===== config.mk =====
export PLATFORM = sky130hd
export DESIGN_NAME = regFile
export DESIGN_NICKNAME = d
export VERILOG_FILES = /design/src/rvPkg.sv /design/src/regFile.sv
export SDC_FILE = /design/constraint.sdc
export NUM_CORES = 2
export LEC_CHECK = 0
export BUFFER_PORTS_ARGS = -buffer_cell sky130_fd_sc_hd__buf_2
export CORE_ASPECT_RATIO = 1.4
export CORE_MARGIN = 4
export CORE_UTILIZATION = 30
export DETAILED_ROUTE_END_ITERATION = 8
export PLACE_DENSITY = 0.51
export SLEW_MARGIN = 0
export SYNTH_ARGS = -nofsm -noshare
export SYNTH_HDL_FRONTEND = slang
export SYNTH_SLANG_ARGS = --single-unit

===== constraint.sdc =====
create_clock -name clk -period 6.55 [get_ports clk]
set_clock_uncertainty 0.2 [all_clocks]
set_input_delay 0.655 -clock clk [delete_from_list [all_inputs] [get_ports clk]]
set_output_delay 0.655 -clock clk [all_outputs]
set_load 0.05 [all_outputs]

===== src/rvPkg.sv =====
package rvPkg;

    localparam int xlen = 64;

    // major opcodes, inst[6:0]
    typedef enum logic [6:0] {
        opLoad   = 7'b0000011,
        opStore  = 7'b0100011,
        opLui    = 7'b0110111,
        opAuipc  = 7'b0010111,
        opJal    = 7'b1101111,
        opJalr   = 7'b1100111,
        opBranch = 7'b1100011,
        opImm    = 7'b0010011,
        opImm32  = 7'b0011011,
        opReg    = 7'b0110011,
        opReg32  = 7'b0111011
    } opcodeT;

    // load / store sizes
    localparam logic [2:0] f3Byte  = 3'b000;
    localparam logic [2:0] f3Half  = 3'b001;
    localparam logic [2:0] f3Word  = 3'b010;
    localparam logic [2:0] f3Dword = 3'b011;
    localparam logic [2:0] f3Lbu   = 3'b100;
    localparam logic [2:0] f3Lhu   = 3'b101;

    // branch conditions
    localparam logic [2:0] f3Beq  = 3'b000;
    localparam logic [2:0] f3Bne  = 3'b001;
    localparam logic [2:0] f3Blt  = 3'b100;
    localparam logic [2:0] f3Bge  = 3'b101;
    localparam logic [2:0] f3Bltu = 3'b110;

    localparam logic [6:0] f7Base   = 7'b0000000;
    localparam logic [6:0] f7Alt    = 7'b0100000; // sub, sra
    localparam logic [6:0] f7MulDiv = 7'b0000001; // M extension

    // sign-extend a 32-bit result to full width
    function automatic logic [xlen-1:0] sext32(input logic [31:0] v);
        return {{(xlen-32){v[31]}}, v};
    endfunction

endpackage


===== src/regFile.sv =====
`timescale 1ns/100ps

module regFile import rvPkg::*; (
    input  logic            clk,
    input  logic            rstN,
    input  logic [4:0]      rs1Addr,
    input  logic [4:0]      rs2Addr,
    input  logic            wen,
    input  logic [4:0]      rdAddr,
    input  logic [xlen-1:0] wdata,
    output logic [xlen-1:0] rs1Data,
    output logic [xlen-1:0] rs2Data
);

    logic [xlen-1:0] regs [1:31]; // x0 has no storage

    always_ff @(posedge clk) begin
        if (!rstN) begin
            for (int i = 1; i < 32; i++) begin
                regs[i] <= '0;
            end
        end else if (wen && rdAddr != 5'd0) begin
            regs[rdAddr] <= wdata;
        end
    end

    // async read, x0 reads zero
    always_comb begin
        rs1Data = '0;
        rs2Data = '0;
        if (rs1Addr != 5'd0) begin
            rs1Data = regs[rs1Addr];
        end
        if (rs2Addr != 5'd0) begin
            rs2Data = regs[rs2Addr];
        end
    end

endmodule


# After elaboration in Yosys (flattened, before gate mapping)
# Memory sizes are Yosys's and may differ from the RTL's.
# Cells that the tools add are included.
# word_totals
reg_bits	0
ramBits	1984
output_inout_bits	128
memories	1
# op_classes
mux	9
n_reduce_logical	5
# memory_table
memory	depth	word_bits	read_ports	rd_clocked_by_memory_dff	write_ports	line	text
regs	31	64	2	0	31	regFile.sv:15	logic [xlen-1:0] regs [1:31];
# ops
cell	count
64-bit 2-to-1 mux	3
64-bit OR reduction	1
5-bit nonzero test	3
1-bit 2-to-1 mux	5
5-bit 2-to-1 mux	1
1-bit logical AND	1

# Longest topological paths before layout
# depth
ltp_word	7
mapped_depth	10
depth_no_buf	5

# Worst setup path before layout
# OpenSTA, ideal clock, no wires.
# synth_path
path_type	input port to flip-flop
start	input port rdAddr[1]
end	memory regs[20][0] (enable)
setup_time_ns	0.575
arrival_ns	5.845
required_ns	5.775
slack_ns	-0.070
cell_stages	3
path_buffers	1
cell_sequence	or3_1 -> clkbuf_1 -> o21ai_0
# synth_lines
item	line	text
start: declaration	regFile.sv:9	input logic [4:0] rdAddr,
end: declaration	regFile.sv:15	

# Worst setup path in the final report
# layout_path
start	input port rs2Addr[2]
end	output port rs2Data[42]
# layout_via
elab_chain_len	2
# layout_lines
item	line	text
start: declaration	regFile.sv:7	input logic [4:0] rs2Addr,
memory 31 x 64 bit / 5-bit nonzero test (equally long branches)	--	
64-bit 2-to-1 mux *	regFile.sv:34	if (rs2Addr != 5'd0) begin
end: declaration	regFile.sv:12	output logic [xlen-1:0] rs2Data
# Mark *: on every way between the ends. The rest lies on a longest branch, timed or not.

==> summary.md <==
| Metric | Value |
|---|---|
| Outcome | `completed` |
| Multi-input gate area | `0.04426 mm^2` |
| Share of post-route cells with drive strength above 1 | `between 20% and 30%` |
| Syn Area/Cell | `roughly 15 um^2` |
| Initial antenna violation count | `~100` |
| WP data required | `5690 ps` |
| Slew Limit Fails | `0` |
| Max Freq | `around 0.2 GHz` |
| Vias per cell | `5.961` |
| # H-tree levels | `4` |
| Number of DRC markers in iteration 0 | `between 10000 and 15000` |
| Global-route wire length before repair | `627.1 mm` |
| Final min period | `5018 ps` |
| Worst Tran Pin Value | `roughly 1300 ps` |
| Top post-synthesis cells by count | `edfxtp_1 (2048), and2_1 (1986), mux4_2 (906), clkbuf_1 (555), mux2i_1 (361)` |
| EDFF count, synth | `2048` |
| DR pass1 iterations | `6` |
| Routed length per instance | `39.11 um` |
| Hold WC Path Type | `input pin to flip-flop` |
| Share of the synthesized area in the top cell type | `~57%` |
| Synthesized cell area | `0.1081 mm^2` |
| # resized after CTS | `0` |
| RSZ-0062 raised after global routing | `false` |
| Final Instance Count excl. Fillers | `between 10000 and 15000` |
| Clk pwr share | `between 30% and 40%` |
| Via count | `71050` |
| Comb pwr share | `roughly 14%` |
| Vias in the first global route | `71250` |
| VDD IR max | `0.2222 mV` |
| DR DRC count | `0` |
| Sequential Power Share | `47.8%` |
| Post-synth cell types | `between 40 and 50` |
| Post-Place Cells | `approximately 12000` |
| Die Area | `between 0.3 and 0.4 mm^2` |
| Rel. slew slack | `9.844%` |
| Hold Fails Final Rpt | `0` |
| Clk buf depth | `4` |
| Number of setup buffers added after CTS | `0` |
| Nets@finish | `7083` |
| Top cells by area, synth | `edfxtp_1 (57%), mux4_2 (19%), and2_1 (11%), mux2i_1 (3.3%), clkbuf_1 (1.9%)` |
| Register area share after synthesis | `56.88%` |
| Top Ports | `210` |
| Setup CP Type | `input pin to output pin` |
| Die W | `515.4 um` |
| Gate Count Post-Synth | `7027` |
| Placer Congestion | `roughly 0.83` |
| # rows | `260` |
| Max FO, Critical Path | `48` |
| Most frequent cell after synthesis | `edfxtp_1` |
| Dominant synthesized flop cell | `edfxtp_1` |
| FF/Latch Area | `0.06150 mm^2` |
| GRT overflow | `0` |
| CTS tree | `yes` |
| Largest net degree at the start of global routing | `88` |
| Antenna viol nets, final | `0` |
| Die Span Y | `718.3 um` |
| Dominant cell type by area after synthesis | `edfxtp_1` |
| Register bit count reported by yosys | `slightly above 2000` |
| Reg clk slew, reported paths | `70 ps` |
| Switching Share | `27.16%` |
| GRT Util Overall | `between 20% and 30%` |
| Num CTS Buffers | `around 200` |
| Pwr per Cell Area | `265.2 mW/mm^2` |
| Int Pwr | `roughly 24000 uW` |
| Layout fillers | `34340` |
| Port Buffers | `209` |
| Final period util | `76.61%` |
| Setup violators final | `0` |
| Final WL | `466.1 mm` |
| Placeable Area | `roughly 0.36 mm^2` |
| Max reg flops | `just over 2000` |
| Synth Warn # | `0` |
| Worst hold slack | `49.78 ps` |
| Largest Register | `regs` |
| Hold-fix buffers at CTS | `0` |
| Detail Placement HPWL | `265.8 mm` |
| Post-synthesis to final-layout area growth | `13.08%` |
| CP Capture Type | `output pin` |
| Asr flop ratio synth | `0%` |
| Clock root buffer | `clkbuf_16` |
| P_sw | `8806 uW` |
| Top Registers | `regs: 2048 flops` |
| CP startpoint kind | `input pin` |
| Leak | `0.04155 uW` |
| Starting Density | `30.16%` |
| CTS Sinks | `between 2000 and 2500` |
| Max_cap viols | `0` |
| Arrival @ worst endpoint | `4160 ps` |
==> worst paths after layout <==
kind / startpoint / to / slack [ps] / cells past startpoint
max: rs2Addr[2] / rs2Data[42] / 1530 / 7
min: wdata[34] / regs[0][34] / 50 / 1
==> critical path, cell delays in order <==
cell       delay (ps)
clkbuf_8          640
nor2b_1           290
nand2_1           470
o22ai_1           410
a2111oi_0         190
a2111oi_2        1000
buf_2             430
==> per-layer routing <==
metal | GRT usage (%) | up-vias | routed length (um)
li1 | - | 27130 | -
met1 | 30.65 | 38080 | 169500
met2 | 40.25 | 4713 | 224200
met3 | 5.307 | 1089 | 47280
met4 | 12.22 | 34 | 24940
met5 | 0 | - | 224
==> cells by family after synthesis <==
family	count (synthesis)	synth area share (%)
buf+inv	764	3.079
flops	2048	56.88
mux	1391	23.51
compound gates	569	3.890
other cells	1	0.003468
simple gates	2254	12.64
==> stage by stage <==
| stage | instance area [um^2] | power (uW) | setup slack, ps | setup TNS (ps) | util (%) |
|---|---|---|---|---|---|
| 2_1_floorplan | 108400 | 18470 | -70.10 | -30450 | - |
| 3_3_place_gp | 115500 | 20280 | 1627 | 0 | 32.22 |
| 3_5_place_dp | 115500 | 20350 | 1604 | 0 | 32.22 |
| 4_1_cts | 122100 | 32480 | 1605 | 0 | 34.07 |
| 5_1_grt | 122100 | 33170 | 1595 | 0 | 34.07 |
| 6_report | 122300 | 32420 | 1532 | 0 | 34.10 |
==> power groups by stage <==
stage          combinational, uW  clock, uW  sequential (uW)
5_1_grt                     4730      12900            15600
4_1_cts                     4600      12400            15500
3_3_place_gp                4580          0            15700
3_5_place_dp                4590          0            15800
6_report                    4620      12300            15500
2_1_floorplan               2760          0            15700
==> cells in the final DEF (no fill, tap or decap), types with 31 or more instances in the layout <==
cell type  count
edfxtp_1    2048
and3_1        31
o21ai_4       31
o22ai_1      100
clkbuf_16    208
buf_4        199
mux4_2       906
a21oi_1       48
mux2_2       124
clkbuf_1      31
nand2_1      106
and2_1      1985
conb_1        64
o221ai_1      53
a21o_1        42
a221oi_1      59
a22oi_1       74
mux2i_1      361
buf_2        200
clkinv_1      38
nor2_4        37
diode_2       49
clkinv_2      37
buf_12        62
==> cell type report <==
type                       instances  area share (%)
multi-input combinational       4278           36.20
sequential                      2048           50.30
clock inverter                   119           1.069
antenna                           49          0.1003
inverter                           2        0.009211
timing repair buffer             468           3.138
tap                             4716           4.826
clock buffer                     239           4.353
(Power assumes the default switching activity.)
